==> config.mk <==
export PLATFORM = sky130hd
export DESIGN_NAME = ioRegisterFile
export DESIGN_NICKNAME = d
export VERILOG_FILES = /design/src/rtl/ioRegisterFile.sv
export VERILOG_INCLUDE_DIRS = /design/src /design/src/rtl
export SDC_FILE = /design/constraint.sdc
export NUM_CORES = 1
export LEC_CHECK = 0
export BUFFER_PORTS_ARGS = -buffer_cell sky130_fd_sc_hd__buf_2
export CELL_PAD_IN_SITES_DETAIL_PLACEMENT = 2
export CELL_PAD_IN_SITES_GLOBAL_PLACEMENT = 2
export CORE_UTILIZATION = 41
export CTS_CLUSTER_DIAMETER = 200
export DETAILED_ROUTE_END_ITERATION = 10
export GPL_TIMING_DRIVEN = 0
export PLACE_DENSITY_LB_ADDON = 0.1
export SLEW_MARGIN = 5
export SYNTH_ARGS = -nofsm -noshare
export SYNTH_HDL_FRONTEND = slang
export SYNTH_SLANG_ARGS = --single-unit
==> constraint.sdc <==
create_clock -name clk -period 3.2 [get_ports clk]
set_input_delay 0.64 -clock clk [delete_from_list [all_inputs] [get_ports clk]]
set_output_delay 0.64 -clock clk [all_outputs]
set_load 0.03 [all_outputs]
==> src/rtl/memPipe_defines.svh <==
/*
 * Memory pipeline configuration
 * Lane count, data and pointer widths, memory depths
 */
`ifndef MEM_PIPE_DEFINES_SVH
`define MEM_PIPE_DEFINES_SVH

`define MEM_LANES 2
`define IO_LANE 0
`define DATA_WIDTH 32
`define DST_WIDTH 6

`define MEM_WORDS 256
`define MEM_INDEX_WIDTH ($clog2(`MEM_WORDS))
`define AL_ENTRIES 32
`define AL_PTR_WIDTH ($clog2(`AL_ENTRIES))

// Address region 0xF is memory-mapped IO
`define IO_REGION 4'hF
`define IO_REGS 8
`define IO_INDEX_WIDTH ($clog2(`IO_REGS))
`endif

==> src/rtl/ioRegisterFile.sv <==
/*
 * Memory-mapped IO registers
 * Eight words with a combinational read for the IO lane.
 * Register n resets to n * 0x11
 */
`include "memPipe_defines.svh"

module ioRegisterFile (
    input  logic                        clk,
    input  logic                        reset,
    input  logic [`IO_INDEX_WIDTH-1:0]  readIndex,
    input  logic                        writeEnable,
    input  logic [`IO_INDEX_WIDTH-1:0]  writeIndex,
    input  logic [`DATA_WIDTH-1:0]      writeData,
    output logic [`DATA_WIDTH-1:0]      readData
);

    logic [`DATA_WIDTH-1:0] ioRegs [`IO_REGS];

    always_ff @(posedge clk) begin
        if (reset) begin
            for (int i = 0; i < `IO_REGS; i++) begin
                ioRegs[i] <= `DATA_WIDTH'(i * 32'h11);
            end
        end else if (writeEnable) begin
            ioRegs[writeIndex] <= writeData;
        end
    end

    assign readData = ioRegs[readIndex];

endmodule

==> impl_metrics.toml <==
[placed_design]
portBuffers = 69
placed_cell_area_um2 = 12660
place_hpwl_mm = 24.22
gp_congestion = 0.7769
placedCellCount = 1184
pre_cts_ws_ns = -0.1171

[finish]
reg_top3 = "ioRegs x256"
top_register = "ioRegs"
final_area_um2 = 13490
fillers = 2664
finalNonFillerCells = 1235
synthToLayoutAreaGrowth_pct = 16.48
nNetsFinal = 878
fin_util_pct = 48.55
largest_register_ffs = 256
drive_above_1_share_pct = 26.14
antenna_cells = 0

[worst_hold_path]
hold_depth = 2
hold_path.class = "in -> reg"
min_to = "ioRegs[7][0]"
min_from = "writeData[0]"

[floorplanning]
num_io_pins = 73
rows = 61
die-area_um2 = 28920
initial_utilization_pct = 41.68
die_y_um = 170.1
core_area_um2 = 27780
die_x_um = 170.1

[global_route]
grt_use_total_pct = 27.27
globalRouteOverflowTotal = 0
grt_pass1_vias = 8424
grt_pass1_wl_mm = 56.63
grt_max_degree = 24
antenna_found_initial = 0

[cts]
clock-sinks = 256
ctsRootBufferMaster = "clkbuf_16"
clockBufferDepth = 3
numCtsBuffers = 29
tritoncts = "built"
postCtsSetupBuffers = 0
clk_pin_slew_ns = 0.06
cts.repair.resized = 0
cts_hold_buf = 0
htree_levels = 1

[synthesis]
synth_edf_count = 256
async_flop_share_pct = 0
syn_inst = 729
synth.distinct_cells = 18
ys.flop_type = "edfxtp_1"
netlist_top_cells_area = "edfxtp_1 66%, nor3_1 10%, mux4_2 7.0%, mux4_1 6.4%, mux2_2 3.1%"
synthTopCellsByCount = "256 x edfxtp_1, 232 x nor3_1, 37 x clkbuf_1, 36 x mux4_2, 32 x mux2_2"
synth_top_area_share_pct = 66.39
seq_area_frac_synth_pct = 66.39
ys_seq_elements = 256
avgSynthCellArea_um2 = 15.88
synth_most_common_cell = "edfxtp_1"
synth_area_um2 = 11580
ys_warn_count = 0
synth_nets = 770
post-synth-top-area-cell = "edfxtp_1"

[route]
drc = 0
avgRoutedWirePerCell_um = 30.52
antenna_left = 0
via_per_inst = 5.995
drt_pass1_iterations = 5
vias = 7404
totalWireLength_mm = 37.69
drtIter0Drc = 537

[power]
power.density_nw_per_um2 = 586.1
p_total_mw = 7.905
p_sw_share_pct = 25.63
pwr-share-seq_pct = 50.1
clkPwrFrac_pct = 38.1
irDropWorstVdd_uv = 336.2
p_int_mw = 5.878
combPwrFrac_pct = 11.8
power.switching_mw = 2.026
p_leak_nw = 4.329

[worst_setup_path]
cp_data_arrival_time_ns = 2.34
worstPathRequired_ns = 2.56
path_class = "in -> out"
worst_setup_path_start_kind = "input pin"
worst-path-max-fanout = 10
critPathCaptureType = "output pin"

[sta]
rsz0062_at_grt = "false"
setup_viol = 0
clock.fmax_mhz = 335.9
maxSlewHeadroom_pct = 38.47
maxSlewViolCount = 0
postLayoutSetupSlackWorst_ns = 0.2228
fin_tns_setup_ns = 0
fin_crit_ns = 2.977
finalHoldViolations = 0
tightest_slew_ns = 0.9229
hold_slack_ns = 0.3982
period_share_pct = 93.04

[outcome]
status = "complete, no violations"

[run]
maxCapViolCount = 0
[kinds of logic after synthesis]
logic type / synth area share, %
DFF: 66.39
and+or+nand+nor: 11.66
muxes: 16.47
buffers and inverters: 4.960
AOI/OAI and AO/OA: 0.5187
[final cells by class]
| cell class | count | area, um2 | share of cell area, % |
|---|---|---|---|
| multi-input cells | 366 | 3407 | 25.26 |
| clock buffers | 37 | 755.7 | 5.603 |
| plain buffers | 75 | 455.4 | 3.377 |
| repair buffers | 77 | 520.5 | 3.859 |
| clock inverters | 14 | 67.56 | 0.5010 |
| inverters | 32 | 120.1 | 0.8906 |
| well taps | 378 | 473.0 | 3.507 |
| flip-flops and latches | 256 | 7687 | 57.00 |
[placed cells by master (no fill, tap or decap), drive strengths merged, types with 2 or more instances in the layout]
cell,Yosys,routed
edfxtp,256,256
nor3,232,232
buf,38,115
clkbuf,37,74
mux4,64,64
clkinv,26,38
mux2,32,32
or3,24,24
o21bai,8,8
inv,6,7
nand2b,2,2
[power by group through the flow]
stage	Combinational, mW	Sequential (mW)	Clock (mW)
2_1_floorplan	0.570	4.00	0
3_3_place_gp	0.870	4.02	0
3_5_place_dp	0.932	4.03	0
4_1_cts	0.937	3.97	3.04
5_1_grt	0.979	3.98	3.15
6_report	0.931	3.96	3.01
[worst max path at each step]
stage | startpoint | end | slack, ns
after floorplan | writeIndex[1] | ioRegs[0][0] | -0.18
after global placement | reset | ioRegs[7][18] | -2.54
after global routing | readIndex[1] | readData[26] | 0.17
after CTS | readIndex[2] | readData[29] | 0.02
after detailed placement | reset | ioRegs[7][18] | -0.12
final | readIndex[1] | readData[23] | 0.22
[worst max-delay path: stages]
cell,delay [ns]
buf_1,0.36
clkbuf_1,0.71
mux2_2,0.42
buf_2,0.18
[per-layer routing]
| layer | up-vias | wire length, um | track usage [%] |
|---|---|---|---|
| li1 | 3130 | - | - |
| met4 | 0 | 992 | 8.226 |
| met2 | 264 | 18490 | 45.90 |
| met5 | - | 0 | 0 |
| met1 | 3944 | 16260 | 37.29 |
| met3 | 66 | 1944 | 3.047 |
Note: power is estimated with default switching activity, not from simulation.
