## src/rtl/memPipe_defines.svh

```systemverilog
/*
 * Memory pipeline configuration
 * Lane count, data and pointer widths, memory depths
 */
`ifndef MEM_PIPE_DEFINES_SVH
`define MEM_PIPE_DEFINES_SVH

`define MEM_LANES 2
`define IO_LANE 0
`define DATA_WIDTH 32
`define DST_WIDTH 6

`define MEM_WORDS 256
`define MEM_INDEX_WIDTH ($clog2(`MEM_WORDS))
`define AL_ENTRIES 32
`define AL_PTR_WIDTH ($clog2(`AL_ENTRIES))

// Address region 0xF is memory-mapped IO
`define IO_REGION 4'hF
`define IO_REGS 8
`define IO_INDEX_WIDTH ($clog2(`IO_REGS))
`endif

```

## src/rtl/memOpPkg.sv

```systemverilog
/*
 * Memory micro-op types
 * Operation kinds, memory map type and the operand word that
 * carries either an address or a raw CSR value
 */
`include "memPipe_defines.svh"

package memOpPkg;

    // What the memory access stage returns for the op
    typedef enum logic [1:0] {
        OP_LOAD  = 2'd0,
        OP_STORE = 2'd1,
        OP_CSR   = 2'd2,
        OP_ADDR  = 2'd3
    } opKind;

    // Decoded from the address region
    typedef enum logic {
        MMT_MEMORY = 1'b0,
        MMT_IO     = 1'b1
    } memMapType;

    typedef struct packed {
        logic [3:0]  region;
        logic [25:0] index;
        logic [1:0]  byteOffset;
    } memAddr;

    // Address for load, store and address ops; raw value for CSR ops
    typedef union packed {
        memAddr                  addr;
        logic [`DATA_WIDTH-1:0]  csrValue;
    } operandWord;

endpackage

```

## src/rtl/recoveryPkg.sv

```systemverilog
/*
 * Recovery types
 * Active-list pointer and the recovery phase seen by the flush logic
 */
`include "memPipe_defines.svh"

package recoveryPkg;

    // Index into the active list that wraps at AL_ENTRIES
    typedef logic [`AL_PTR_WIDTH-1:0] activeListPtr;

    typedef enum logic {
        RP_NONE  = 1'b0,
        RP_FLUSH = 1'b1
    } recoveryPhase;

endpackage

```

## src/rtl/flushRangeCheck.sv

```systemverilog
/*
 * Selective flush detector
 * Flags an op whose active-list pointer lies in [flushHead, flushTail)
 * during a flush, with wraparound, or any op when flushAll is set
 */
`include "memPipe_defines.svh"

module flushRangeCheck (
    input  recoveryPkg::recoveryPhase phase,
    input  logic                      flushAll,
    input  recoveryPkg::activeListPtr flushHead,
    input  recoveryPkg::activeListPtr flushTail,
    input  recoveryPkg::activeListPtr opPtr,
    output logic                      flushed
);

    logic inRange;

    always_comb begin
        if (flushHead <= flushTail) begin
            // Plain range that is empty when head equals tail
            inRange = (opPtr >= flushHead) && (opPtr < flushTail);
        end else begin
            // Range wraps past the last entry
            inRange = (opPtr >= flushHead) || (opPtr < flushTail);
        end
    end

    assign flushed = (phase == recoveryPkg::RP_FLUSH) && (flushAll || inRange);

endmodule

```

## src/rtl/memoryAccessStage.sv

```systemverilog
/*
 * Memory access stage
 * Holds the stage register, selects each lane's result, kills ops by
 * active-list range, commits stores and feeds the writeback register
 */
`include "memPipe_defines.svh"

module memoryAccessStage (
    input  logic                                         clk,
    input  logic                                         reset,
    input  logic                                         stall,
    input  logic                                         clear,
    input  recoveryPkg::recoveryPhase                    phase,
    input  logic                                         flushAll,
    input  recoveryPkg::activeListPtr                    flushHead,
    input  recoveryPkg::activeListPtr                    flushTail,
    input  logic [`MEM_LANES-1:0]                        tagValid,
    input  memOpPkg::opKind [`MEM_LANES-1:0]             tagKind,
    input  memOpPkg::operandWord [`MEM_LANES-1:0]        tagOperand,
    input  memOpPkg::memMapType [`MEM_LANES-1:0]         tagMapType,
    input  logic [`MEM_LANES-1:0][`DATA_WIDTH-1:0]       tagStoreData,
    input  recoveryPkg::activeListPtr [`MEM_LANES-1:0]   tagAlPtr,
    input  logic [`MEM_LANES-1:0][`DST_WIDTH-1:0]        tagDst,
    input  logic [`MEM_LANES-1:0][`DATA_WIDTH-1:0]       memReadData,
    input  logic [`DATA_WIDTH-1:0]                       ioReadData,
    output logic [`IO_INDEX_WIDTH-1:0]                   ioReadIndex,
    output logic [`MEM_LANES-1:0]                        storeEnable,
    output logic [`MEM_LANES-1:0][`MEM_INDEX_WIDTH-1:0]  storeIndex,
    output logic [`MEM_LANES-1:0][`DATA_WIDTH-1:0]       storeData,
    output logic                                         ioWriteEnable,
    output logic [`MEM_LANES-1:0]                        bypassValid,
    output logic [`MEM_LANES-1:0][`DATA_WIDTH-1:0]       bypassData,
    output logic [`MEM_LANES-1:0]                        nextValid,
    output logic [`MEM_LANES-1:0][`DATA_WIDTH-1:0]       nextData,
    output logic [`MEM_LANES-1:0][`DST_WIDTH-1:0]        nextDst,
    output recoveryPkg::activeListPtr [`MEM_LANES-1:0]   nextAlPtr
);

    logic [`MEM_LANES-1:0]                       regValid;
    memOpPkg::opKind [`MEM_LANES-1:0]            regKind;
    memOpPkg::operandWord [`MEM_LANES-1:0]       regOperand;
    memOpPkg::memMapType [`MEM_LANES-1:0]        regMapType;
    logic [`MEM_LANES-1:0][`DATA_WIDTH-1:0]      regStoreData;
    recoveryPkg::activeListPtr [`MEM_LANES-1:0]  regAlPtr;
    logic [`MEM_LANES-1:0][`DST_WIDTH-1:0]       regDst;

    logic [`MEM_LANES-1:0]                       flushed;
    logic [`MEM_LANES-1:0]                       update;
    logic [`MEM_LANES-1:0][`DATA_WIDTH-1:0]      result;

    always_ff @(posedge clk) begin
        if (reset) begin
            regValid <= '0;
        end else if (!stall) begin
            regValid <= tagValid;
        end
    end

    always_ff @(posedge clk) begin
        if (!stall) begin
            regKind      <= tagKind;
            regOperand   <= tagOperand;
            regMapType   <= tagMapType;
            regStoreData <= tagStoreData;
            regAlPtr     <= tagAlPtr;
            regDst       <= tagDst;
        end
    end

    for (genvar lane = 0; lane < `MEM_LANES; lane++) begin : genFlush
        flushRangeCheck flushCheck (
            .phase    (phase),
            .flushAll (flushAll),
            .flushHead(flushHead),
            .flushTail(flushTail),
            .opPtr    (regAlPtr[lane]),
            .flushed  (flushed[lane])
        );
    end

    always_comb begin
        for (int i = 0; i < `MEM_LANES; i++) begin
            update[i] = regValid[i] && !stall && !clear && !flushed[i];

            // Only the IO lane can see IO register data
            case (regKind[i])
                memOpPkg::OP_LOAD: begin
                    if (i == `IO_LANE && regMapType[i] == memOpPkg::MMT_IO) begin
                        result[i] = ioReadData;
                    end else begin
                        result[i] = memReadData[i];
                    end
                end
                memOpPkg::OP_CSR:   result[i] = regOperand[i].csrValue;
                memOpPkg::OP_STORE: result[i] = '0;
                default:            result[i] = regOperand[i].addr;
            endcase

            storeEnable[i] = update[i] && regKind[i] == memOpPkg::OP_STORE &&
                             regMapType[i] == memOpPkg::MMT_MEMORY;
            storeIndex[i]  = regOperand[i].addr.index[`MEM_INDEX_WIDTH-1:0];
            storeData[i]   = regStoreData[i];

            // Stores have no destination to bypass
            bypassValid[i] = regValid[i] && !flushed[i] && regKind[i] != memOpPkg::OP_STORE;
            bypassData[i]  = result[i];

            nextValid[i] = (stall || clear || reset || flushed[i]) ? 1'b0 : regValid[i];
            nextData[i]  = result[i];
            nextDst[i]   = regDst[i];
            nextAlPtr[i] = regAlPtr[i];
        end
    end

    assign ioReadIndex   = regOperand[`IO_LANE].addr.index[`IO_INDEX_WIDTH-1:0];
    assign ioWriteEnable = update[`IO_LANE] && regKind[`IO_LANE] == memOpPkg::OP_STORE &&
                           regMapType[`IO_LANE] == memOpPkg::MMT_IO;

endmodule

```

## config.mk

```make
export PLATFORM = sky130hd
export DESIGN_NAME = memoryAccessStage
export DESIGN_NICKNAME = d
export VERILOG_FILES = /design/src/rtl/memOpPkg.sv /design/src/rtl/recoveryPkg.sv /design/src/rtl/flushRangeCheck.sv /design/src/rtl/memoryAccessStage.sv
export VERILOG_INCLUDE_DIRS = /design/src /design/src/rtl
export SDC_FILE = /design/constraint.sdc
export NUM_CORES = 1
export LEC_CHECK = 0
export BUFFER_PORTS_ARGS = -buffer_cell sky130_fd_sc_hd__buf_2
export CORE_AREA = 10 10 191 193
export CTS_BUF_LIST = sky130_fd_sc_hd__clkbuf_8
export DETAILED_ROUTE_END_ITERATION = 6
export DIE_AREA = 0 0 201 203
export PLACE_DENSITY_LB_ADDON = 0.3
export SLEW_MARGIN = 20
export SYNTH_ARGS = -nofsm -noshare
export SYNTH_HDL_FRONTEND = slang
export SYNTH_SLANG_ARGS = --single-unit
```

## constraint.sdc

```tcl
create_clock -name clk -period 4.5 [get_ports clk]
set_clock_uncertainty 0.15 [all_clocks]
set_input_delay 0.45 -clock clk [delete_from_list [all_inputs] [get_ports clk]]
set_output_delay 0.45 -clock clk [all_outputs]
set_load 0.01 [all_outputs]
```

==> results.md <==
* Synth Flop Type: edfxtp_1
* Post-CTS sizing at 0
* Initial antenna violation count at 2
* Post-layout min period at 3.20 ns
* Setup Fix Bufs, Post-CTS at 0
* Worst EP required at 3.90 ns
* Worst path max stage delay at 1.03 ns
* Vias per cell at 4.04
* Slowest CP cell: edfxtp_1
* Largest net degree at the start of global routing at 96
* Post-synthesis instance area at 7220 um2
* Total Die Area at 40800 um2
* Mux contribution to synthesized area at 4.71%
* Worst-path fanout max at 18
* Detail Placement HPWL at 23200 um
* Total gr overflow at 0
* Largest family of logic cells by synthesized area: buffers and inverters
* Outcome: finished clean
* Core ar. at 32500 um2
* Final Hold Vio Count at 0
* Xor/xnor cell area share of the yosys netlist at 0%
* Max_slew headroom at 32.0%
* Power Density at 320 nW/um2
* DRC viols at 0
* Drt total wl at 30000 um
* Worst Hold Class: in2reg
* Average size of a mapped cell at 13.1 um2
* Global-route wire length before repair at 43600 um
* Clock tree buffer depth at 2
* Post-synth EDFFs at 156
* FMAX at 313 MHz
* Fin cells at 1591
* Routed vias at 6424
* Seq/Total Area, Yosys at 65.4%
* Placed Cells at 1402
* Clk_lat worst skew at 0.47 ns
* WL/cell at 18.8 um
* Worst-path clk slew at 0.09 ns
* Cell chain of the critical path: buf_4 -> mux2i_1 -> o21ai_0 -> buf_2
* Vias in the first global route at 7114
* Largest area contributor in the netlist: edfxtp_1
* Total track usage at 14.0%
* Fin crit share at 71.1%
* Cts bufs inserted at 17
* Endpoints failing setup at 0
* TNS Setup at 0 ns
* Crit path capture type: output port
* Layout Nets at 1429
* Yosys top cell area share at 64.9%
* Setup crit start kind: register
* Post-Synth Adder-Cell Area at 3.98%
* CTS root buf: clkbuf_8
* CTS tree: yes
* Max Cap Viol at 0
* Layout cell share with drive strength beyond 1 at 47.7%
* Area Overhead vs Synth at 61.2%
* Critical setup path kind: reg2out
* CTS H-tree depth at 4
* DR pass1 iterations at 4
* Die X at 201 um
* Final ANT Viol Nets at 0
* I/O pins at 510
* Placer Congestion at 0.854
* Worst vdd ir at 0.000343 V
* Post-synth cell types at 30
* YS warnings at 0
* Slew @ Worst Pin at 1.02 ns
* Hold-fix buffers, CTS at 157
* DR iter-0 viols at 323
* Synth area leaders: edfxtp_1 65%, buf_4 8.6%, mux2i_1 4.7%, o21ai_0 4.4%, ha_1 4.0%
* Ys async rst share at 0%
* Mapped Nets at 843
* Tot Pwr at 3.72 mW
* Sink Count at 158
* P_leak at 5.37 nW
* Compound-Gate Fraction of Synth Area at 7.33%
* Core Rows at 66
* Starting Density at 22.3%
* Die Ht at 203 um
* Arr. time, crit path at 2.60 ns
* Port Buf Inserts at 509
* Fin. max-slew vios at 0
* Post-Syn Instances at 550
* Simple-Gate Fraction of Synth Area at 7.99%
* RSZ-0062 raised after global routing: no
* FF+latch count, synth at 158
Yosys cell counts (2+ instances only):
cell type and instances:
nor2b_1 3, ha_1 23, a211oi_1 3, nand2_1 69, mux2i_1 34, a21boi_0 2
o211ai_1 2, nor3_1 3, dfxtp_1 2, nor2_1 5, a21o_1 2, edfxtp_1 156
nor4_1 2, buf_2 4, buf_4 83, nand3_1 3, nand2b_1 36, a21oi_1 8
inv_1 15, clkbuf_1 17, o21ai_1 4, o21a_1 2, a31oi_1 2, o21ai_0 64
through the flow:
| stage | setup WS (ns) | area [um2] | utilization, % | hold slack [ns] |
|---|---|---|---|---|
| floorplan | 0.383 | 7220 | - | 0.307 |
| global placement | 1.82 | 9670 | 29.8 | 0.341 |
| detailed placement | 1.78 | 9670 | 29.8 | 0.340 |
| CTS | 1.22 | 11600 | 35.9 | 0.0134 |
| global route | 1.15 | 11600 | 35.9 | 0.0395 |
| finish | 1.30 | 11600 | 35.9 | 0.0728 |
routing by layer:
metal | vias to the layer above | wire length [um] | part of all wire, % | GRT usage, %
li1 | 3058 | - | - | -
met4 | 2 | 615 | 2.1 | 4.65
met1 | 3027 | 11100 | 37 | 14.4
met2 | 302 | 15500 | 52 | 24.8
met3 | 35 | 2710 | 9.0 | 6.18
met5 | - | 13 | 0.043 | 0
sequential cells by signal, summed over array words and instances, names as in the netlist:
register	flops
regOperand	48
nextDst	12
regMapType	2
storeIndex	13
regKind	4
storeData	64
regValid	2
ioReadIndex	3
nextAlPtr	10
critical path, delay by kind of cell, from the launching register on:
family          cells  cell delay [ns]
flops               1             1.03
buf+inv             2             0.66
mux                 1             0.11
compound gates      1             0.31
placed cells by master (no fill, tap or decap), drive strengths merged, types with 3 or more instances in the layout:
cell / count
clkinv: 6
mux2i: 34
buf: 514
nand3: 3
dlygate4sd3: 157
a21boi: 3
nor2b: 3
nand2b: 36
nor2: 5
inv: 20
nor3: 3
a211oi: 3
a21oi: 8
nand2: 69
ha: 23
clkbuf: 17
o21ai: 68
edfxtp: 156
final timing paths:
kind / startpoint / depth (start not counted) / to / slack [ns]
max: regMapType[0]$_DFFE_PN_ / 4 / nextData[16] / 1.30
min: tagValid[1] / 3 / regValid[1]$_SDFFE_PP0N_ / 0.07
max reg2reg: regValid[1]$_SDFFE_PP0N_ / 2 / regValid[1]$_SDFFE_PP0N_ / 3.69
min reg2reg: regValid[0]$_SDFFE_PP0N_ / 2 / regValid[0]$_SDFFE_PP0N_ / 0.36
cell families (layout without fill, tap and decap cells):
logic type | Yosys count | count (layout)
AOI/OAI and AO/OA | 93 | 93
muxes | 34 | 34
DFF | 158 | 158
other | 0 | 1
adders and majority gates | 23 | 23
buffers and inverters | 119 | 717
and+or+nand+nor | 123 | 123
power breakdown:
part           switching [mW]  leakage [nW]  internal, mW
Clock                   0.602         0.198         0.503
Sequential             0.0538          1.54          1.75
Combinational           0.431          3.63         0.387
Total                    1.09          5.37          2.63
area by class of cell:
cell class,count,area [um2]
Multi-Input combinational cell,273,1730
Fill cell,3285,20800
Antenna cell,1,2.50
Inverter,15,61.3
Timing Repair Buffer,671,4170
Sequential cell,158,4720
Clock buffer,17,234
Clock inverter,14,160
Tap cell,442,553
(Power assumes the default switching activity.)
